--- config.mk ---
export PLATFORM = sky130hd
export DESIGN_NAME = neuronNode
export DESIGN_NICKNAME = d
export VERILOG_FILES = /design/src/hdl/nnDataPkg.sv /design/src/hdl/nnCtrlPkg.sv /design/src/hdl/neuronNode.sv
export VERILOG_INCLUDE_DIRS = /design/src /design/src/hdl
export SDC_FILE = /design/constraint.sdc
export NUM_CORES = 2
export LEC_CHECK = 0
export BUFFER_PORTS_ARGS = -buffer_cell sky130_fd_sc_hd__buf_2
export CAP_MARGIN = 40
export CORE_MARGIN = 4
export CORE_UTILIZATION = 40
export CTS_BUF_LIST = sky130_fd_sc_hd__clkbuf_4 sky130_fd_sc_hd__clkbuf_8
export DETAILED_ROUTE_END_ITERATION = 8
export HOLD_SLACK_MARGIN = 0.05
export SLEW_MARGIN = 20
export SYNTH_ARGS = -nofsm -noshare
export SYNTH_HDL_FRONTEND = slang
export SYNTH_SLANG_ARGS = --single-unit
--- constraint.sdc ---
create_clock -name clk -period 13.15 [get_ports clk]
set_clock_uncertainty 0.05 [all_clocks]
set_input_delay 3.2875 -clock clk [delete_from_list [all_inputs] [get_ports clk]]
set_output_delay 3.2875 -clock clk [all_outputs]
set_load 0.02 [all_outputs]
--- src/hdl/nn_consts.svh ---
`ifndef NN_CONSTS_SVH
`define NN_CONSTS_SVH

// layer dimensions.
`define NN_INPUTS 15
`define NN_NEURONS 6

// every activation, weight, bias and sum is this wide.
`define NN_WIDTH 16

// weight slot number that addresses the bias register.
// Slots 0 to NN_INPUTS-1 are the input weights.
`define NN_BIAS_SLOT `NN_INPUTS

`endif

--- src/hdl/nnDataPkg.sv ---
`default_nettype none

`include "nn_consts.svh"

package nnDataPkg;

	// one input activation, two's complement.
	typedef logic signed [`NN_WIDTH-1:0] activation_t;

	// a weight or a bias, same format as the activations.
	typedef logic signed [`NN_WIDTH-1:0] weight_t;

	// accumulator value.
	// Products keep only their low bits and the sum wraps modulo 2^NN_WIDTH,
	// so the accumulator is no wider than the data.
	typedef logic signed [`NN_WIDTH-1:0] sum_t;

	// full input vector, element i is the i-th activation received.
	typedef activation_t [`NN_INPUTS-1:0] actVector_t;

	// one result per neuron, element n belongs to neuron n.
	typedef activation_t [`NN_NEURONS-1:0] layerResult_t;

endpackage

`default_nettype wire

--- src/hdl/nnCtrlPkg.sv ---
`default_nettype none

`include "nn_consts.svh"

package nnCtrlPkg;

	import nnDataPkg::*;

	// selects one neuron of the layer.
	typedef logic [$clog2(`NN_NEURONS)-1:0] neuronIdx_t;

	// selects a weight slot, or the bias at NN_BIAS_SLOT.
	typedef logic [$clog2(`NN_BIAS_SLOT + 1)-1:0] slotIdx_t;

	// one weight or bias write as it arrives at the layer.
	typedef struct packed
	{
		neuronIdx_t neuron;
		slotIdx_t slot;
		weight_t value;
	} weightWrite_t;

	// result serializer states.
	typedef enum logic
	{
		IDLE,
		EMIT
	} serState_t;

endpackage

`default_nettype wire

--- src/hdl/neuronNode.sv ---
`timescale 1ns/1ns
`default_nettype none

`include "nn_consts.svh"

module neuronNode
	import nnDataPkg::*;
	import nnCtrlPkg::*;
(
	input wire logic clk,
	input wire logic reset,

	// input vector from the feeder.
	input wire logic vecStrobe,
	input wire actVector_t vecData,

	// weight write port.
	input wire logic wEnable,
	input wire slotIdx_t wSlot,
	input wire weight_t wValue,

	// ReLU output.
	output logic resValid,
	output activation_t result
);

	// weight and bias registers.
	weight_t weights [`NN_INPUTS];
	weight_t bias;

	// stage one, captured activations.
	actVector_t actReg;
	logic actValid;

	// stage two, wrapped sum.
	sum_t products [`NN_INPUTS];
	sum_t sumNext;
	sum_t sumReg;
	logic sumValid;

	// weights are written by slot, the top slot is the bias.
	always_ff @(posedge clk)
	begin
		if (reset)
		begin
			for (int i = 0; i < `NN_INPUTS; i++)
			begin
				weights[i] <= '0;
			end
			bias <= '0;
		end
		else if (wEnable)
		begin
			if (wSlot == slotIdx_t'(`NN_BIAS_SLOT))
			begin
				bias <= wValue;
			end
			else
			begin
				weights[wSlot] <= wValue;
			end
		end
	end

	// stage one.
	always_ff @(posedge clk)
	begin
		if (vecStrobe)
		begin
			actReg <= vecData;
		end
	end

	// products keep their low bits only.
	always_comb
	begin
		for (int i = 0; i < `NN_INPUTS; i++)
		begin
			products[i] = actReg[i] * weights[i];
		end
	end

	// adder tree, wraps modulo 2^NN_WIDTH.
	always_comb
	begin
		sumNext = bias;
		for (int i = 0; i < `NN_INPUTS; i++)
		begin
			sumNext = sumNext + products[i];
		end
	end

	// stage two.
	always_ff @(posedge clk)
	begin
		sumReg <= sumNext;
	end

	// stage three, ReLU on the sign bit.
	always_ff @(posedge clk)
	begin
		if (sumReg[`NN_WIDTH-1])
		begin
			result <= '0;
		end
		else
		begin
			result <= activation_t'(sumReg);
		end
	end

	// valid bit follows the data down the pipe.
	always_ff @(posedge clk)
	begin
		if (reset)
		begin
			actValid <= 1'b0;
			sumValid <= 1'b0;
			resValid <= 1'b0;
		end
		else
		begin
			actValid <= vecStrobe;
			sumValid <= actValid;
			resValid <= sumValid;
		end
	end

endmodule

`default_nettype wire

==> summary.txt <==
Run status
  – Outcome: finished, final reports clean

Synthesis
  – Net Count, Synth: 10,410
  – FF+latch count, synth: 530
  – Cell variety after synth: 28
  – Top-area cell type share of the netlist area: 38.47%
  – Number of synthesized flops with an enable pin: 480
  – Mean Syn Cell Area: 10.23 sq um
  – Cell count after synthesis: 7,868
  – YS warnings: 0
  – Top post-synthesis cells by count: 1,866 x inv_1, 1,547 x fa_1, 1,258 x and2_1, 1,045 x nand2_1, 727 x ha_1
  – Sequential element share of the synthesized area: 19.15%
  – Cell taking the most area after synthesis: fa_1
  – Top cells by area, synth: fa_1 38%, edfxtp_1 18%, ha_1 11%, and2_1 9.8%, inv_1 8.7%
  – Synth Cell Area: 80,510 sq um
  – Async SR Flop Fraction: 0%
  – Count leader, synth: inv_1
  – Ys flop type: edfxtp_1

STA
  – Final period utilization: 81.09%
  – Hold_ws: 387.4 ps
  – Slew Limit Fails: 0
  – Final setup viols: 0
  – TNS Setup: 0 ps
  – RSZ-0062 raised after global routing: false
  – Worst slew margin: 33.39%
  – Slew @ Worst Pin: 999.2 ps
  – Final hold vios: 0
  – Max Freq: 0.09377 GHz
  – Fin crit period: 10,660 ps

Final layout
  – Fillers: 19,360
  – Area Overhead vs Synth: 8.101%
  – Fin nets: 10,570
  – Final core utilization: 43.55%
  – Layout cells sized above 1: 6.564%

Clocking
  – Clk buf depth: 3
  – Clk Latency, worst-skew pair: 940 ps
  – CTS Buf Count: 110
  – Clock Pin Slew Worst Setup and Hold Paths: 70 ps
  – Setup Buffers After CTS: 0
  – H-tree level count: 3
  – CTS root buf: clkbuf_8
  – Post-cts resize count: 0
  – Hold Buf Count CTS: 0
  – CTS tree: built
  – CTS Sinks: 530

Global route
  – Total track usage: 27.39%
  – First-pass GRT wire length: 409.6 mm
  – Largest net degree at the start of global routing: 85
  – Grt ovf: 0
  – Initial antenna violation count: 29
  – Vias in the first global route: 58,870

Setup path
  – Setup CP Type: reg2reg
  – Flop2flop setup slack: 2490 ps
  – Critical Path Max Stage Delay: 770 ps
  – CP Capture Type: register
  – Crit-path slowest cell: edfxtp_1
  – Crit path launch type: register
  – Top cell by count, worst path: fa_1
  – Crit path required time: 13,890 ps
  – WP data arrival: 11,410 ps
  – Critical Path Fanout Max: 15

Detailed routing
  – First-pass DRT Iterations: 8
  – WL/cell: 25.95 microns
  – Via Count: 53,650
  – Detail Route met3 WL: 18.43 mm
  – Routed wire length: 281.0 mm
  – Residual DRC: 0
  – DRT iter0 DRCs: 4,232
  – Vias/cell: 4.955
  – Met2 wire len: 137.9 mm
  – Max layer used: met5
  – Antenna Violating Nets Remaining: 0
  – M1 WL: 109.9 mm

Floorplanning
  – Placeable Area: 199,900 sq um
  – FP Rows: 164
  – Die X: 456.6 microns
  – DIE AREA: 208,500 sq um
  – Starting Density: 40.28%
  – Die Ht: 456.6 microns
  – I/O pin total: 281

Flow run
  – Max cap viols: 0

Place
  – GP Congestion: 1.003
  – Post-DP HPWL: 230.0 mm
  – Port buffer count: 279

Worst hold path
  – Hold Crit Class: reg2reg
[sequential cells by signal, indices dropped and copies added (netlist names)]
name and count:
sumReg 16, sumValid 1, actReg 240, bias 16, resValid 1, weights 240, result 15, actValid 1
[area by class of cell]
| cell class | count | area (sq um) | share of cell area [%] |
|---|---|---|---|
| Antenna cell | 53 | 132.6 | 0.1524 |
| Clock buffer | 140 | 1777 | 2.041 |
| Clock inverter | 64 | 606.8 | 0.6972 |
| Inverter | 1866 | 7004 | 8.048 |
| Multi-Input combinational cell | 5200 | 57010 | 65.50 |
| Sequential cell | 530 | 15410 | 17.71 |
| Tap cell | 2656 | 3323 | 3.818 |
| Timing Repair Buffer | 320 | 1765 | 2.028 |
[worst paths after layout]
path / startpoint / endpoint / cells past startpoint
min: sumReg[10]$_DFF_P_ / result[10]$_SDFF_PP0_ / 1
min reg2reg: sumReg[10]$_DFF_P_ / result[10]$_SDFF_PP0_ / 1
max: weights[9][1]$_SDFFCE_PN0P_ / sumReg[15]$_DFF_P_ / 30
max reg2reg: weights[9][1]$_SDFFCE_PN0P_ / sumReg[15]$_DFF_P_ / 30
[metal layers]
layer  vias to the layer above  global-route usage (%)
met2                      1969                   45.91
met5                         -                       0
li1                      23240                       -
met1                     27980                   34.86
met4                         4                   13.12
met3                       459                   4.061
[placed cells by master, fill, tap and decap left out, types with 6 or more instances in the layout]
master	Yosys	routed
inv_1	1866	1866
fa_1	1547	1547
and2_1	1258	1258
nand2_1	1045	1045
ha_1	727	727
edfxtp_1	480	480
xnor2_1	418	417
buf_2	28	278
clkbuf_8	0	116
xor2_1	79	79
diode_2	0	53
dfxtp_1	50	50
buf_4	15	37
nor2b_1	29	29
clkinv_2	0	27
clkbuf_4	0	24
a21oi_1	22	22
nor2_1	19	16
or2_2	16	16
clkinv_1	0	15
nand2b_1	10	10
bufinv_16	0	10
o21ai_0	9	9
clkinvlp_4	0	6
[metrics by stage]
stage,cells,area [sq um],setup slack (ps)
floorplan,7868,80510,3849
global placement,10570,84410,2629
detailed placement,10570,84490,2663
CTS,10780,86870,2649
global route,10790,86930,2292
finish,10830,87030,2486
[critical path, delay by kind of cell (launching register included)]
family / cells / cell delay, ps
DFF: 1 / 770
adders and majority gates: 13 / 7120
xor gates and xnor gates: 10 / 2090
and+or+nand+nor: 1 / 170
buffers and inverters: 6 / 370
[logic make-up after synthesis]
group	Yosys count	share of synthesized area (%)
XOR/XNOR	502	5.531
buffers and inverters	2138	10.08
AO/OA/AOI/OAI	36	0.2393
adder cells (fa/ha/maj)	2274	49.77
flip-flops	530	19.15
other	1	0.004658
AND/OR/NAND/NOR	2387	15.23
Power is not shown: default switching activity piles up to over one toggle a cycle in this logic, so the estimate is an artifact.
