==> config.mk <==
export PLATFORM = sky130hd
export DESIGN_NAME = resultSerializer
export DESIGN_NICKNAME = d
export VERILOG_FILES = /design/src/hdl/nnDataPkg.sv /design/src/hdl/nnCtrlPkg.sv /design/src/hdl/resultSerializer.sv
export VERILOG_INCLUDE_DIRS = /design/src /design/src/hdl
export SDC_FILE = /design/constraint.sdc
export NUM_CORES = 1
export LEC_CHECK = 0
export BUFFER_PORTS_ARGS = -buffer_cell sky130_fd_sc_hd__buf_2
export CORE_MARGIN = 1.5
export CORE_UTILIZATION = 40
export CTS_BUF_LIST = sky130_fd_sc_hd__clkbuf_4 sky130_fd_sc_hd__clkbuf_8 sky130_fd_sc_hd__clkbuf_16
export DETAILED_ROUTE_END_ITERATION = 7
export PLACE_DENSITY = 0.72
export SLEW_MARGIN = 20
export SYNTH_ARGS = -nofsm -noshare
export SYNTH_HDL_FRONTEND = slang
export SYNTH_SLANG_ARGS = --single-unit
==> constraint.sdc <==
create_clock -name clk -period 2.4 [get_ports clk]
set_input_delay 0.12 -clock clk [delete_from_list [all_inputs] [get_ports clk]]
set_output_delay 0.12 -clock clk [all_outputs]
set_load 0.005 [all_outputs]
==> src/hdl/nn_consts.svh <==
`ifndef NN_CONSTS_SVH
`define NN_CONSTS_SVH

// layer dimensions.
`define NN_INPUTS 15
`define NN_NEURONS 6

// every activation, weight, bias and sum is this wide.
`define NN_WIDTH 16

// weight slot number that addresses the bias register.
// Slots 0 to NN_INPUTS-1 are the input weights.
`define NN_BIAS_SLOT `NN_INPUTS

`endif

==> src/hdl/nnDataPkg.sv <==
`default_nettype none

`include "nn_consts.svh"

package nnDataPkg;

	// one input activation, two's complement.
	typedef logic signed [`NN_WIDTH-1:0] activation_t;

	// a weight or a bias, same format as the activations.
	typedef logic signed [`NN_WIDTH-1:0] weight_t;

	// accumulator value.
	// Products keep only their low bits and the sum wraps modulo 2^NN_WIDTH,
	// so the accumulator is no wider than the data.
	typedef logic signed [`NN_WIDTH-1:0] sum_t;

	// full input vector, element i is the i-th activation received.
	typedef activation_t [`NN_INPUTS-1:0] actVector_t;

	// one result per neuron, element n belongs to neuron n.
	typedef activation_t [`NN_NEURONS-1:0] layerResult_t;

endpackage

`default_nettype wire

==> src/hdl/nnCtrlPkg.sv <==
`default_nettype none

`include "nn_consts.svh"

package nnCtrlPkg;

	import nnDataPkg::*;

	// selects one neuron of the layer.
	typedef logic [$clog2(`NN_NEURONS)-1:0] neuronIdx_t;

	// selects a weight slot, or the bias at NN_BIAS_SLOT.
	typedef logic [$clog2(`NN_BIAS_SLOT + 1)-1:0] slotIdx_t;

	// one weight or bias write as it arrives at the layer.
	typedef struct packed
	{
		neuronIdx_t neuron;
		slotIdx_t slot;
		weight_t value;
	} weightWrite_t;

	// result serializer states.
	typedef enum logic
	{
		IDLE,
		EMIT
	} serState_t;

endpackage

`default_nettype wire

==> src/hdl/resultSerializer.sv <==
`timescale 1ns/1ns
`default_nettype none

`include "nn_consts.svh"

module resultSerializer
	import nnDataPkg::*;
	import nnCtrlPkg::*;
(
	input wire logic clk,
	input wire logic reset,

	// parallel results, all neurons in lockstep.
	input wire logic resValid,
	input wire layerResult_t results,

	// serial output.
	output logic outStrobe,
	output neuronIdx_t outIndex,
	output activation_t outData
);

	localparam neuronIdx_t LAST_NEURON = neuronIdx_t'(`NN_NEURONS - 1);

	serState_t state;
	neuronIdx_t emitIdx;
	layerResult_t holdReg;

	// captured results, held while they drain.
	always_ff @(posedge clk)
	begin
		if (resValid)
		begin
			holdReg <= results;
		end
	end

	// FSM.
	always_ff @(posedge clk)
	begin
		if (reset)
		begin
			state <= IDLE;
			emitIdx <= '0;
		end
		else
		begin
			case (state)
				IDLE:
				begin
					if (resValid)
					begin
						state <= EMIT;
						emitIdx <= '0;
					end
				end
				EMIT:
				begin
					if (emitIdx == LAST_NEURON)
					begin
						state <= IDLE;
						emitIdx <= '0;
					end
					else
					begin
						emitIdx <= emitIdx + 1'b1;
					end
				end
				default:
				begin
					state <= IDLE;
					emitIdx <= '0;
				end
			endcase
		end
	end

	// one element per cycle while emitting.
	assign outStrobe = (state == EMIT);
	assign outIndex = emitIdx;
	assign outData = holdReg[emitIdx];

endmodule

`default_nettype wire

==> results of run 1 <==
## synthesized netlist by cell type
library cell and instances:
nand2b_1 2, a2bb2oi_1 1, o32a_1 16, o21ai_2 1, nand2_1 2, a21oi_1 1, buf_12 1, buf_4 4
nor4bb_1 1, mux2i_1 50, o21ai_0 15, nor2_1 5, buf_6 3, buf_8 1, clkbuf_1 1, dfxtp_1 4
edfxtp_1 96, nor3_1 1, buf_2 3
## metrics by stage
step	power (W)	hold slack [ns]	worst slack [ns]
3_5_place_dp	0.00247	0.298	0.700
2_1_floorplan	0.00227	0.192	1.16
5_1_grt	0.00381	0.307	0.143
4_1_cts	0.00370	0.287	0.317
6_report	0.00367	0.303	0.324
3_3_place_gp	0.00246	0.296	0.700
## cells in the final DEF (no fill, tap or decap)
cell type,instances
buf_2,117
dlygate4sd3_1,97
edfxtp_1,96
mux2i_1,50
o32a_1,16
o21ai_0,15
clkbuf_8,9
buf_4,7
nor2_1,5
nand2b_1,2
nand2_1,2
clkinv_1,2
bufinv_16,2
dfxtp_2,2
dfxtp_1,2
o21ai_2,1
nor4bb_1,1
a21oi_1,1
nor3_1,1
a2bb2oi_1,1
clkinv_2,1
clkinvlp_4,1
buf_12,1
## routing by layer
| metal | GRT usage, % | vias up | wire length [um] |
|---|---|---|---|
| li1 | - | 1273 | - |
| met1 | 22.0 | 1328 | 3920 |
| met2 | 35.0 | 73 | 5170 |
| met3 | 3.52 | 16 | 306 |
| met4 | 8.55 | 0 | 204 |
| met5 | 0 | - | 0 |
## power by group through the flow
stage / logic [W] / clock network [W] / registers, W
3_3_place_gp: 0.000317 / 0 / 0.00214
2_1_floorplan: 0.000145 / 0 / 0.00213
5_1_grt: 0.000493 / 0.00120 / 0.00212
4_1_cts: 0.000448 / 0.00114 / 0.00211
6_report: 0.000452 / 0.00111 / 0.00211
3_5_place_dp: 0.000325 / 0 / 0.00215
## cell type report
class                           instances  area [sq um]  share of cell area (%)
Tap cell                              129           161                    2.80
Timing Repair Buffer                  222          1630                    28.2
Clock inverter                          6          80.1                    1.39
Clock buffer                            9           124                    2.15
Sequential cell                       100          2970                    51.4
Multi-Input combinational cell         95           812                    14.1
## state kept, by name, indices dropped and copies added (netlist names)
register	flops
holdReg	96
outIndex	3
outStrobe	1
## worst min path at each step
| stage | start | endpoint | slack (ns) |
|---|---|---|---|
| after global routing | resValid | holdReg[11] | 0.31 |
| after floorplan | reset | outIndex[0] | 0.19 |
| after CTS | resValid | holdReg[11] | 0.29 |
| after detailed placement | results[75] | holdReg[75] | 0.30 |
| final | resValid | holdReg[41] | 0.30 |
| after global placement | results[21] | holdReg[21] | 0.30 |
## worst max-delay path, cell delays in order, from the launching register on
cell and delay [ns]:
dfxtp_2 0.33, buf_4 0.51, mux2i_1 0.21, o32a_1 0.34
o21ai_0 0.08, buf_2 0.15
## cell families (layout without fill, tap and decap cells)
| family | after synthesis | after routing | synth area share [%] |
|---|---|---|---|
| buffers and inverters | 13 | 237 | 3.02 |
| and+or+nand+nor | 11 | 11 | 1.38 |
| AOI/OAI and AO/OA | 34 | 34 | 6.62 |
| DFF | 100 | 100 | 76.1 |
| muxes | 50 | 50 | 12.9 |
==> results.json, run 1 <==
{
  "cts.sinks": 100,
  "setup_viol": 0,
  "cts_hold_buf": 97,
  "p_clk_share_pct": 30.3,
  "syn_avg_cell_area_sq_um": 18.7,
  "area_growth_pct": 48.3,
  "antenna_found_initial": 0,
  "rr_worst_depth": 3,
  "rrSetupSlack_ns": 0.90,
  "num_antenna_cells": 0,
  "cts.clk_slew.worst_paths_ns": 0.09,
  "cts-resized-gates": 0,
  "critical_path_class": "flip-flop to primary output",
  "reg2reg_to": "outIndex[2]",
  "min-delay-path-class": "input pin to flip-flop",
  "root_buffer": "clkbuf_8",
  "gr-usage-all-layers_pct": 19.2,
  "worstPathRequired_ns": 2.28,
  "dpl.hpwl_um": 5690,
  "switching_power_w": 0.000773,
  "tightest_slew_ns": 0.617,
  "endpoint": "outData[8]",
  "p_int_w": 0.00290,
  "final_nets": 527,
  "gr-total-overflow": 0,
  "hold_viol_final": 0,
  "drive_gt1_share_pct": 32.6,
  "dp.cells": 449,
  "synthDistinctLibCells": 19,
  "relSlewSlack_pct": 58.9,
  "grt_first_pass_wirelength_um": 14400,
  "synthTopCellsByArea": "edfxtp_1 74%, mux2i_1 13%, o32a_1 4.1%, dfxtp_1 2.1%, o21ai_0 1.9%",
  "initial_utilization_pct": 41.7,
  "syn-num-nets": 307,
  "synth_cells": 208,
  "synth_warnings": 0,
  "htreeDepth": 3,
  "worstPathArrival_ns": 1.96,
  "nFillCells": 679,
  "synth_top_area_share_pct": 74.1,
  "swShare_pct": 21.0,
  "startpoint_type": "flip-flop",
  "ir_worst_vdd_v": 0.000344,
  "post-synth-top-area-cell": "edfxtp_1",
  "coreArea_sq_um": 9330,
  "pin_count": 119,
  "cts_buffers": 9,
  "netlist_area_sq_um": 3890,
  "finalClockSkew_ns": 0.00467,
  "tritoncts": "built",
  "maxCapViolations": 0,
  "ant_nets": 0,
  "seq_power_share_pct": 57.3,
  "wirelength_um": 9600,
  "clock_latency_ns": 0.34,
  "slew_violations": 0,
  "synth-seq-cells": 100,
  "cts_setup_buffers": 0,
  "holdPathStages": 1,
  "min_period_over_period_pct": 86.5,
  "final_area_sq_um": 5770,
  "power_density_nw_per_um2": 637,
  "yosysSeqAreaShare_pct": 76.1,
  "dpl-instance-area_sq_um": 4600,
  "stdcell_count": 561,
  "leakagePower_nw": 2.18,
  "grt_max_degree": 45,
  "p_comb_share_pct": 12.3,
  "post-route-util_pct": 61.9,
  "wl_per_cell_um": 17.1,
  "rsz0062_at_grt": "no",
  "via_count": 2690,
  "place.gp.congestion": 0.778,
  "fmax_mhz": 482,
  "dr.first_iter.drc_count": 181,
  "dieHeight_um": 102,
  "grt_pass1_vias": 2900,
  "setup_tns_ns": 0,
  "cts_max_path_buffers": 2,
  "rows": 35,
  "dieArea_sq_um": 10300,
  "critical_path.startpoint": "outIndex[1]",
  "status": "finished clean",
  "drtPass1Iterations": 4,
  "period_needed_ns": 2.08,
  "die_width_um": 102,
  "cp_max_fo": 36,
  "vias_per_cell": 4.80,
  "port_buffers": 118,
  "crit_path_end_kind": "primary output",
  "r2r-start": "outIndex[2]",
  "drc": 0
}
No activity file was read; power rests on OpenSTA's default activity.
==> inputs of run 2 (changes only) <==
Settings changed: ABC_AREA set to 1, PLACE_DENSITY 0.72 to 0.71.
==> run 2 against run 1 <==
Compared with the run above: first-iteration DRC count shrank 17%; critical path depth grew 2; hold slack gained 0.070 ns; synthesized area grew 7.2%; cell count is 28% higher; fmax shrank 3.1%; setup slack got worse by 0.066 ns; clock skew up 0.00090 ns; die area rose by 7.0%; sequential power is essentially flat; non-clock buffer count shrank 4; register-to-register slack better by 0.03 ns; largest cell class unchanged; largest power group unchanged.
==> results.json, run 2 <==
{
  "drive_gt1_share_pct": 24.8,
  "grt_max_degree": 67,
  "stdcell_count": 716,
  "gr-usage-all-layers_pct": 20.3,
  "cts-resized-gates": 0,
  "num_antenna_cells": 0,
  "largest_register": "holdReg",
  "min-delay-path-class": "input pin to flip-flop",
  "pin_count": 119,
  "wirelength_um": 10600,
  "crit_chain": "inv_4 > nand2_1 > nand3_1 > nand2_1 > nand2_1 > nand2_1 > buf_2",
  "ant_nets": 0,
  "path_delay_family": "flip-flops",
  "final_area_sq_um": 6010,
  "p_comb_share_pct": 14.0,
  "relSlewSlack_pct": 43.4,
  "rsz0062_at_grt": "no",
  "ir_worst_vdd_v": 0.000463,
  "swShare_pct": 23.9,
  "status": "finished clean",
  "post-synth-top-area-cell": "edfxtp_1",
  "critical_path_class": "flip-flop to primary output",
  "maxCapViolations": 0,
  "clock_latency_ns": 0.37,
  "synth_warnings": 0,
  "initial_utilization_pct": 40.8,
  "cts_max_path_buffers": 2,
  "async_reset_ff_share_pct": 0,
  "p_clk_share_pct": 29.8,
  "final_common_cell": "nand2_1",
  "synth_top_area_share_pct": 69.1,
  "seq_power_share_pct": 56.2,
  "crit_path_top_delay_cell": "dfxtp_2",
  "dieArea_sq_um": 11100,
  "period_needed_ns": 2.14,
  "synth_edf_count": 96,
  "synth.top_cells.by_count": "153 x nand2_1, 96 x edfxtp_1, 33 x inv_1, 16 x nand3_1, 16 x o211ai_1",
  "dpl.hpwl_um": 6160,
  "synth_cells": 362,
  "root_buffer": "clkbuf_8",
  "synthDistinctLibCells": 21,
  "dp.cells": 603,
  "startpoint_type": "flip-flop",
  "crit_path_max_incr_delay_ns": 0.70,
  "synth-seq-cells": 100,
  "coreArea_sq_um": 10200,
  "area_growth_pct": 44.0,
  "fmax_mhz": 467,
  "dr.first_iter.drc_count": 150,
  "cts.sinks": 100,
  "slew_violations": 0,
  "yosysSeqAreaShare_pct": 71.0,
  "hold_viol_final": 0,
  "netlist_area_sq_um": 4170,
  "final_nets": 674,
  "most-common-layout-cells": "153 x nand2_1, 117 x buf_2, 97 x dlygate4sd3_1, 96 x edfxtp_1, 33 x inv_1",
  "drtPass1Iterations": 4,
  "tritoncts": "built",
  "cp_max_fo": 51,
  "worstPathRequired_ns": 2.28,
  "rows": 37,
  "p_int_w": 0.00286,
  "place.gp.congestion": 0.812,
  "cts_buffers": 9,
  "setup_viol": 0,
  "port_buffers": 118,
  "synth-main-ff-cell": "edfxtp_1",
  "die_width_um": 105,
  "cp_num_buf_inv": 2,
  "synthTopCellsByArea": "edfxtp_1 69%, nand2_1 14%, inv_1 3.0%, o211ai_1 2.9%, buf_6 2.2%",
  "grt_pass1_vias": 3563,
  "drc": 0,
  "yosysMostFrequentCell": "nand2_1",
  "cts.clk_slew.worst_paths_ns": 0.09,
  "largest_reg_flops": 96,
  "min_period_over_period_pct": 89.2,
  "crit_path_end_kind": "primary output",
  "power_density_nw_per_um2": 626,
  "dpl-instance-area_sq_um": 4830,
  "grt_first_pass_wirelength_um": 16800,
  "leakagePower_nw": 2.69,
  "worstPathArrival_ns": 2.02,
  "critPathMostFrequentCell": "nand2_1",
  "via_count": 3303,
  "gr-total-overflow": 0,
  "syn_avg_cell_area_sq_um": 11.5,
  "setup_tns_ns": 0,
  "wl_per_cell_um": 14.8,
  "dieHeight_um": 105,
  "finalClockSkew_ns": 0.00558,
  "switching_power_w": 0.000900,
  "htreeDepth": 3,
  "vias_per_cell": 4.61,
  "antenna_found_initial": 0,
  "syn-num-nets": 461,
  "tightest_slew_ns": 0.849
}
==> run 2: cell types whose count changed after synthesis, sizes merged, moves of 4 or more <==
cell / change
buf: +4
inv: +36
o211ai: +16
or2: +16
nand3: +16
nand2: +151
o21ai: -16
mux2i: -50
o32a: -16
==> run 2: per-layer routing <==
metal / up-vias / track usage [%] / share of wire [%]
met5: - / 0 / 0
met4: 0 / 6.26 / 1.6
met3: 20 / 5.86 / 6.2
met2: 121 / 38.9 / 53
met1: 1541 / 20.9 / 39
li1: 1621 / - / -
==> run 2: timing repair <==
item	CTS	global route
hold buffers	97	0
hold endpoints to repair	100	0
setup buffers	0	0
==> run 2: cells by family after synthesis <==
| family | after synthesis | share of synthesized area, % |
|---|---|---|
| simple gates | 190 | 18.8 |
| flops | 100 | 71.0 |
| buf+inv | 52 | 6.69 |
| compound gates | 20 | 3.51 |
==> run 2: layout make-up <==
cell class | instances | area [sq um]
flip-flops and latches | 100 | 2960
repair buffers | 218 | 1600
fillers | 834 | 4230
well taps | 136 | 170
inverters | 36 | 138
clock inverters | 5 | 60.1
multi-input cells | 210 | 930
clock buffers | 11 | 145
==> run 2: path summary, 6_finish.rpt <==
kind          startpoint           to  slack, ns  cells after the start
min reg2reg    outStrobe  outIndex[0]       0.54                      2
min             resValid  holdReg[59]       0.37                      1
max          outIndex[0]   outData[2]       0.26                      7
max reg2reg  outIndex[0]  outIndex[1]       0.93                      5
==> run 2: power groups by stage <==
stage | clock, W | sequential [W] | combinational, W
2_1_floorplan | 0 | 0.00213 | 0.000223
3_3_place_gp | 0 | 0.00215 | 0.000388
3_5_place_dp | 0 | 0.00215 | 0.000395
4_1_cts | 0.00114 | 0.00211 | 0.000521
5_1_grt | 0.00121 | 0.00213 | 0.000593
6_report | 0.00112 | 0.00211 | 0.000527
==> run 2: worst reg2reg max path, cell delays in order (launching register included) <==
cell,delay [ns]
dfxtp_2,0.70
inv_4,0.34
nand2_1,0.17
nand2_1,0.05
nand2_1,0.05
a21oi_1,0.06
==> run 2: per-stage QoR <==
stage / hold WS, ns / total power [W] / setup slack (ns) / util [%]
4_1_cts: 0.388 / 0.00377 / 0.225 / 58.7
6_report: 0.373 / 0.00376 / 0.258 / 58.7
3_5_place_dp: 0.298 / 0.00255 / 0.649 / 47.2
5_1_grt: 0.412 / 0.00393 / 0.0558 / 58.7
2_1_floorplan: 0.189 / 0.00235 / 1.34 / -
3_3_place_gp: 0.297 / 0.00254 / 0.692 / 47.2
