**config.mk**
```make
export PLATFORM = sky130hd
export DESIGN_NAME = layerFeeder
export DESIGN_NICKNAME = d
export VERILOG_FILES = /design/src/hdl/nnDataPkg.sv /design/src/hdl/nnCtrlPkg.sv /design/src/hdl/layerFeeder.sv
export VERILOG_INCLUDE_DIRS = /design/src /design/src/hdl
export SDC_FILE = /design/constraint.sdc
export NUM_CORES = 1
export LEC_CHECK = 0
export BUFFER_PORTS_ARGS = -buffer_cell sky130_fd_sc_hd__buf_2
export CAP_MARGIN = 10
export CORE_ASPECT_RATIO = 2
export CORE_MARGIN = 2
export CORE_UTILIZATION = 52
export CTS_BUF_LIST = sky130_fd_sc_hd__clkbuf_4 sky130_fd_sc_hd__clkbuf_8 sky130_fd_sc_hd__clkbuf_16
export DETAILED_ROUTE_END_ITERATION = 8
export HOLD_SLACK_MARGIN = 0.02
export PLACE_DENSITY = 0.92
export SLEW_MARGIN = 20
export SYNTH_ARGS = -nofsm -noshare
export SYNTH_HDL_FRONTEND = slang
export SYNTH_SLANG_ARGS = --single-unit
```
**constraint.sdc**
```tcl
create_clock -name clk -period 1.2 [get_ports clk]
set_input_delay 0.12 -clock clk [delete_from_list [all_inputs] [get_ports clk]]
set_output_delay 0.12 -clock clk [all_outputs]
set_load 0.1 [all_outputs]
```
**src/hdl/nn_consts.svh**
```systemverilog
`ifndef NN_CONSTS_SVH
`define NN_CONSTS_SVH

// layer dimensions.
`define NN_INPUTS 15
`define NN_NEURONS 6

// every activation, weight, bias and sum is this wide.
`define NN_WIDTH 16

// weight slot number that addresses the bias register.
// Slots 0 to NN_INPUTS-1 are the input weights.
`define NN_BIAS_SLOT `NN_INPUTS

`endif

```
**src/hdl/nnDataPkg.sv**
```systemverilog
`default_nettype none

`include "nn_consts.svh"

package nnDataPkg;

	// one input activation, two's complement.
	typedef logic signed [`NN_WIDTH-1:0] activation_t;

	// a weight or a bias, same format as the activations.
	typedef logic signed [`NN_WIDTH-1:0] weight_t;

	// accumulator value.
	// Products keep only their low bits and the sum wraps modulo 2^NN_WIDTH,
	// so the accumulator is no wider than the data.
	typedef logic signed [`NN_WIDTH-1:0] sum_t;

	// full input vector, element i is the i-th activation received.
	typedef activation_t [`NN_INPUTS-1:0] actVector_t;

	// one result per neuron, element n belongs to neuron n.
	typedef activation_t [`NN_NEURONS-1:0] layerResult_t;

endpackage

`default_nettype wire

```
**src/hdl/nnCtrlPkg.sv**
```systemverilog
`default_nettype none

`include "nn_consts.svh"

package nnCtrlPkg;

	import nnDataPkg::*;

	// selects one neuron of the layer.
	typedef logic [$clog2(`NN_NEURONS)-1:0] neuronIdx_t;

	// selects a weight slot, or the bias at NN_BIAS_SLOT.
	typedef logic [$clog2(`NN_BIAS_SLOT + 1)-1:0] slotIdx_t;

	// one weight or bias write as it arrives at the layer.
	typedef struct packed
	{
		neuronIdx_t neuron;
		slotIdx_t slot;
		weight_t value;
	} weightWrite_t;

	// result serializer states.
	typedef enum logic
	{
		IDLE,
		EMIT
	} serState_t;

endpackage

`default_nettype wire

```
**src/hdl/layerFeeder.sv**
```systemverilog
`timescale 1ns/1ns
`default_nettype none

`include "nn_consts.svh"

module layerFeeder
	import nnDataPkg::*;
	import nnCtrlPkg::*;
(
	input wire logic clk,
	input wire logic reset,

	// serial activations.
	input wire logic actStrobe,
	input wire activation_t actData,

	// weight and bias writes.
	input wire logic wStrobe,
	input wire weightWrite_t wData,

	// assembled vector to every neuron.
	output logic vecStrobe,
	output actVector_t vecData,

	// decoded weight write, shared by all neurons.
	output logic [`NN_NEURONS-1:0] wEnable,
	output slotIdx_t wSlot,
	output weight_t wValue
);

	localparam slotIdx_t LAST_INPUT = slotIdx_t'(`NN_INPUTS - 1);

	slotIdx_t inCount;
	actVector_t vecReg;

	// new activations enter at the top and move down.
	// After a full vector the first arrival sits in element 0.
	always_ff @(posedge clk)
	begin
		if (actStrobe)
		begin
			vecReg <= {actData, vecReg[`NN_INPUTS-1:1]};
		end
	end

	// input count and the vector strobe.
	always_ff @(posedge clk)
	begin
		if (reset)
		begin
			inCount <= '0;
			vecStrobe <= 1'b0;
		end
		else
		begin
			vecStrobe <= 1'b0;
			if (actStrobe)
			begin
				if (inCount == LAST_INPUT)
				begin
					inCount <= '0;
					vecStrobe <= 1'b1;
				end
				else
				begin
					inCount <= inCount + 1'b1;
				end
			end
		end
	end

	assign vecData = vecReg;

	// one-hot neuron enable.
	// A neuron number past the last neuron matches no bit.
	always_ff @(posedge clk)
	begin
		if (reset)
		begin
			wEnable <= '0;
		end
		else
		begin
			for (int n = 0; n < `NN_NEURONS; n++)
			begin
				wEnable[n] <= wStrobe && (wData.neuron == neuronIdx_t'(n));
			end
		end
	end

	// slot and value are only looked at with an enable.
	always_ff @(posedge clk)
	begin
		if (wStrobe)
		begin
			wSlot <= wData.slot;
			wValue <= wData.value;
		end
	end

endmodule

`default_nettype wire

```
==> out/qor.yml, run 1 <==
yosysWarnings: 0
numCtsBuffers: 22
synth_area_per_cell_um2: 27.3
postCtsSetupRepairBufs: 102
seq_area_frac_synth_pct: 98.0
synth_fp_nets: 343
htree_num_levels: 1
status: "stopped before the end"
ys_ff_latch: 271
clk_path_buf_depth: 3
die_h_um: 182
syn_area_um2: 8200
die_width_um: 92.8
hpwl_um: 14400
ctsHoldBuffers: 46
lastStage: "4_1_cts"
syn_inst: 300
start_util_pct: 52.5
fp-row-count: 65
cts_resized: 209
pre_cts_slack_ns: 0.139
synth.distinct_cells: 19
portBuffers: 309
clock-sinks: 271
error: "[ERROR DPL-0033] detailed placement checks failed during check placement."
cts-root-buf: "clkbuf_16"
num_io_pins: 310
place_congestion: 0.760
## cell usage after synthesis (all sizes together)
cell type	number	share of area, %
edfxtp	260	95
dfxtp	11	2.7
nor2	5	0.23
a21oi	4	0.24
nand2	3	0.14
nand3b	3	0.27
nor3	2	0.12
a41o	1	0.14
a41oi	1	0.11
and3	1	0.076
inv	1	0.046
nand2b	1	0.076
nand3	1	0.061
nand4b	1	0.11
nor3b	1	0.092
o211ai	1	0.092
o21ai	1	0.061
or3	1	0.076
or3b	1	0.11
## kinds of logic after synthesis
family                 after synthesis  share of synthesized area, %
AOI/OAI and AO/OA                    8                         0.641
and+or+nand+nor                     20                          1.36
DFF                                271                          98.0
buffers and inverters                1                        0.0458
## stage by stage
stage	std cells	cell area (µm²)
floorplan	300	8200
global placement	822	12800
detailed placement	822	12800
==> inputs of run 2 (changes only) <==
--- a/config.mk
+++ b/config.mk
@@ -8,13 +8,10 @@
 export LEC_CHECK = 0
 export BUFFER_PORTS_ARGS = -buffer_cell sky130_fd_sc_hd__buf_2
 export CAP_MARGIN = 10
-export CORE_ASPECT_RATIO = 2
 export CORE_MARGIN = 2
-export CORE_UTILIZATION = 52
-export CTS_BUF_LIST = sky130_fd_sc_hd__clkbuf_4 sky130_fd_sc_hd__clkbuf_8 sky130_fd_sc_hd__clkbuf_16
+export CORE_UTILIZATION = 40
 export DETAILED_ROUTE_END_ITERATION = 8
-export HOLD_SLACK_MARGIN = 0.02
-export PLACE_DENSITY = 0.92
+export PLACE_DENSITY_LB_ADDON = 0.15
 export SLEW_MARGIN = 20
 export SYNTH_ARGS = -nofsm -noshare
 export SYNTH_HDL_FRONTEND = slang
==> out/qor.yml, run 2 <==
viasPerCell: 4.54
synth_area_leaders: "edfxtp_1, dfxtp_1, nand3b_1"
cts-root-buf: "clkbuf_16"
clock-sinks: 271  # unchanged
slew_viol_final: 0
tritoncts: "yes"
drc: 0
post_drt_wl_per_cell_um: 18.6
slew_headroom_pct: 79.9
portBuffers: 309  # unchanged
hpwl_um: 11900  # -18%
synthArstFlopShare_pct: 0  # unchanged
status: "complete, but fails checks"
syn_area_um2: 8200  # unchanged
synth_edf_count: 260  # unchanged
cp.arrival_ns: 1.18
first_global_vias: 4987
p_leak_uw: 0.00604
worst-setup-path-type: "reg2out"
violations: "negative setup slack"
ys.flop_type: "edfxtp_1"
routed_wirelength_um: 19700
largest_reg_flops: 240
numCtsBuffers: 28  # +27%
fin_skew_ns: 0.0134
final_util_pct: 75.3
synth_area_per_cell_um2: 27.3  # unchanged
period_minus_slack_ns: 1.30
path_buf_inv: 1
finalNetCount: 811
holdPathStages: 2
ys_ff_latch: 271  # unchanged
crit_cells: 1
yosysWarnings: 0  # unchanged
min_path_type: "in2reg"
cp-start-kind: "flop"
vias: 4810
final_cell_mix: "edfxtp_1, buf_12, buf_6"
crit_family: "flip-flops"
timing.final.hold_violations: 0
drtPass1Iterations: 4
die_h_um: 147  # -19%
setup_slack_ns: -0.103
ir_drop_v: 0.00126
crit_chain: "buf_12"
synth_top_area_share_pct: 95.3  # unchanged
htree_num_levels: 1  # unchanged
fmax_ghz: 0.767
holdWs_ns: 0.123
syn_inst: 300  # unchanged
antennaDiodeCount: 0
clk_latency_ns: 0.53
crit_fanout: 2
place_congestion: 0.738  # -3.0%
num_io_pins: 310  # unchanged
synth_area_leader_cell: "edfxtp_1"
p_per_area_nw_per_um2: 1700
fin_tns_setup_ns: -16.32
drive_above_1_share_pct: 55.7
drtIter0Drc: 201
clk_path_buf_depth: 3  # unchanged
setup_viol: 260
antenna_left: 0
synth.distinct_cells: 19  # unchanged
fp-row-count: 52  # -20%
cp_slowest_cell: "edfxtp_1"
rr_worst_depth: 2
grt.overflow.total: 0
drv_cap: 0
seq_area_frac_synth_pct: 98.0  # unchanged
start_util_pct: 40.6  # -12 points
synth_fp_nets: 343  # unchanged
grt_start_max_net_pins: 58
grt.total_usage_pct: 17.2
final_common_cell: "edfxtp_1"
grt_pass1_wl_um: 28600
crit_path_end_kind: "primary output"
yosys.cell_count.top_type: "edfxtp_1"
core_area_um2: 20200
antenna_found_initial: 0
path_clk_slew_ns: 0.06
die_width_um: 147  # +59%
period_share_pct: 109
slowest_delay_ns: 0.45
rsz0062_at_grt: "true"
worstMarginPinSlew_ns: 0.301
area_growth_pct: 85.4
netlist_top_cells_count: "edfxtp_1, dfxtp_1, nor2_1"
cp.required_ns: 1.08
fp.dieArea_um2: 21600
run 2: cell counts after synthesis:
Identical to the previous run, type by type.
run 2: layer usage:
layer	vias up	track usage, %	share of wire [%]
li1	2153	-	-
met1	2355	19.0	35
met2	261	29.8	52
met3	41	7.73	11
met4	0	5.53	2.7
met5	-	0	0
run 2: metrics by stage:
| stage | cell area, µm² | setup slack [ns] | std cells | power (µW) |
|---|---|---|---|---|
| after floorplan | 8200 | -0.0453 | 300 | 15200 |
| after global placement | 12400 | 0.194 | 888 | 17100 |
| after detailed placement | 12400 | 0.164 | 888 | 17100 |
| after CTS | 14900 | -0.134 | 1028 | 25900 |
| after global routing | 15200 | -0.153 | 1060 | 26600 |
| final | 15200 | -0.103 | 1060 | 25900 |
run 2: cells by family after synthesis:
logic type      Yosys count  share of synthesized area [%]
simple gates             20                           1.36
flops                   271                           98.0
compound gates            8                          0.641
buf+inv                   1                         0.0458
run 2: worst paths after layout:
| path | startpoint | end | slack (ns) |
|---|---|---|---|
| setup / recovery | vecData[183] | vecData[183] | -0.10 |
| hold reg to reg | vecData[188] | vecData[172] | 0.47 |
| setup reg to reg | vecData[26] | vecData[10] | 0.24 |
| hold / removal | wStrobe | wValue[14] | 0.12 |
run 2: area by class of cell:
class                   count  area (µm²)
well taps                 270         338
clock inverters            17         129
multi-input cells          28         164
repair buffers            438        5770
flip-flops and latches    271        8040
clock buffers              35         748
fillers                  1086        4980
inverters                   1        3.75
run 2: power breakdown:
part	switching (µW)	total, µW	internal [µW]
registers	465	11500	11000
clock network	3420	8240	4820
logic	4310	6160	1850
total	8190	25900	17700
run 2: timing repair:
action | 4_1_cts | 5_1_grt
hold endpoints to repair | 58 | 0
gates resized for setup | 278 | 9
hold buffers | 46 | 0
setup endpoints to repair | 267 | 265
cloned | 0 | 0
setup buffers | 42 | 32
Note: power is estimated with default switching activity, not from simulation.
==> inputs of run 3 (changes only) <==
--- a/config.mk
+++ b/config.mk
@@ -12,6 +12,7 @@
 export CORE_UTILIZATION = 40
 export DETAILED_ROUTE_END_ITERATION = 8
 export PLACE_DENSITY_LB_ADDON = 0.15
+export SKIP_CTS_REPAIR_TIMING = 1
 export SLEW_MARGIN = 20
 export SYNTH_ARGS = -nofsm -noshare
 export SYNTH_HDL_FRONTEND = slang
==> out/qor.yml, run 3 (synthesis gave the netlist of run 2 again) <==
status: "complete, but fails checks"
violations: "negative setup slack"
clk_path_buf_depth: 3  # unchanged
antenna_left: 0  # unchanged
rr_worst_depth: 2  # unchanged
r2r-end: "vecStrobe"
drtPass1Iterations: 4  # unchanged
drive_above_1_share_pct: 53.6  # -2.1 points
cp.arrival_ns: 1.19  # about the same
p_switching_uw: 8140  # -0.70%
numCtsBuffers: 28  # unchanged
grt.overflow.total: 0  # unchanged
htree_num_levels: 1  # unchanged
r2r_start: "inCount[0]"
drc: 0  # unchanged
setup_slack_ns: -0.110  # -0.00666 ns
fin_skew_ns: 0.0128  # -0.000529 ns
crit_path_end_kind: "primary output"
cts-root-buf: "clkbuf_16"
swShare_pct: 31.6  # -0.056 points
final_common_cell: "edfxtp_1"
die_width_um: 147  # unchanged
largest_reg_flops: 240  # unchanged
p_leak_uw: 0.00587  # -2.8%
start_util_pct: 40.6  # unchanged
first_global_vias: 4426  # -11%
hpwl_um: 11900  # unchanged
cp-start-kind: "flop"
core_area_um2: 20200  # unchanged
r2r_slack_ns: 0.25  # about the same
antennaDiodeCount: 0  # unchanged
ir_drop_v: 0.00120  # -4.4%
num_io_pins: 310  # unchanged
fp-row-count: 52  # unchanged
setup_viol: 261  # +0.38%
placed_area_um2: 12400  # unchanged
grt_start_max_net_pins: 58  # unchanged
grt.total_usage_pct: 15.0  # -2.2 points
slowest_delay_ns: 0.46  # about the same
fmax_ghz: 0.763  # -0.51%
crit_end: "vecData[176]"
final_cell_mix: "edfxtp_1, buf_12, buf_6"
portBuffers: 309  # unchanged
holdPathStages: 2  # unchanged
slew_headroom_pct: 80.2  # +0.30 points
p_per_area_nw_per_um2: 1730  # +1.2%
cp.required_ns: 1.08  # about the same
total_power_uw: 25800  # -0.52%
rsz0062_at_grt: "true"
worstMarginPinSlew_ns: 0.297  # -0.00444 ns
seq_power_share_pct: 44.6  # +0.2 points
crit_family: "flip-flops"
antenna_found_initial: 0  # unchanged
path_buf_inv: 1  # unchanged
post_drt_wl_per_cell_um: 19.0  # +2.1%
drv_cap: 0  # unchanged
timing.final.hold_violations: 0  # unchanged
clk_latency_ns: 0.53  # about the same
finalNetCount: 776  # -4.3%
crit_cells: 1  # unchanged
vias: 4609  # -4.2%
crit_chain: "buf_12"
p_comb_share_pct: 23.5  # -0.3 points
fp.dieArea_um2: 21600  # unchanged
die_h_um: 147  # unchanged
clock-sinks: 271  # unchanged
crit_fanout: 2  # unchanged
min_path_type: "in2reg"
place_congestion: 0.738  # unchanged
viasPerCell: 4.50  # -0.91%
slew_viol_final: 0  # unchanged
clkPwrFrac_pct: 31.9  # about the same
routed_wirelength_um: 19500  # -1.3%
period_minus_slack_ns: 1.31  # +0.00666 ns
area_growth_pct: 82.1
tritoncts: "yes"
p_int_uw: 17600  # -0.44%
path_clk_slew_ns: 0.07  # about the same
crit_start: "vecData[176]"
design_area_um2: 14900  # -1.7%
drtIter0Drc: 204  # +1.5%
cp_slowest_cell: "edfxtp_1"
period_share_pct: 109  # +0.56 points
worst-setup-path-type: "reg2out"
grt_pass1_wl_um: 25200  # -12%
==> run 3: cell count changes in the layout (fill, tap and decap cells not counted) <==
cell	change
buf_6	+2
buf_8	-3
buf_4	-35
buf_12	+1
==> run 3: stage by stage <==
step                hold slack (ns)  setup WS [ns]  setup TNS [ns]  cells  utilization, %
global route                  0.112         -0.154          -27.30   1025            74.0
floorplan                     0.189        -0.0453          -10.15    300               -
global placement              0.296          0.194               0    888            61.4
CTS                          -0.254         -0.264          -42.11    940            65.7
detailed placement            0.298          0.164               0    888            61.4
finish                        0.118         -0.110          -15.81   1025            74.0
==> run 3: worst min-delay path by stage <==
stage                      from           end  slack [ns]
global route            wStrobe    wValue[14]        0.11
finish                  wStrobe    wValue[14]        0.12
CTS                  actData[3]  vecData[227]       -0.25
global placement     actData[1]  vecData[225]        0.30
floorplan                 reset    inCount[0]        0.19
detailed placement  actData[14]  vecData[238]        0.30
==> run 3: routing by layer <==
metal / routed length (µm) / GRT usage [%] / vias to the layer above
li1: - / - / 2076
met1: 6690 / 17.3 / 2265
met2: 10200 / 24.7 / 242
met3: 2150 / 7.17 / 26
met4: 393 / 4.95 / 0
met5: 0 / 0 / -
==> run 3: power by group through the flow <==
stage | clock network, µW | logic, µW | registers [µW]
3_3_place_gp | 0 | 5510 | 11600
2_1_floorplan | 0 | 20.4 | 15200
3_5_place_dp | 0 | 5530 | 11600
6_report | 8210 | 6060 | 11500
4_1_cts | 8400 | 5530 | 11400
5_1_grt | 8790 | 6170 | 11500
==> run 3: layout make-up <==
type	instances	area (µm²)
inverters	1	3.75
flip-flops and latches	271	8040
multi-input cells	28	164
clock inverters	17	129
well taps	270	338
fillers	1102	5240
clock buffers	35	748
repair buffers	403	5510
==> run 3: worst reg2reg max path, stage by stage, from the launching register on <==
cell and delay [ns]:
dfxtp_1 0.39, or3_1 0.36, nor2_1 0.11
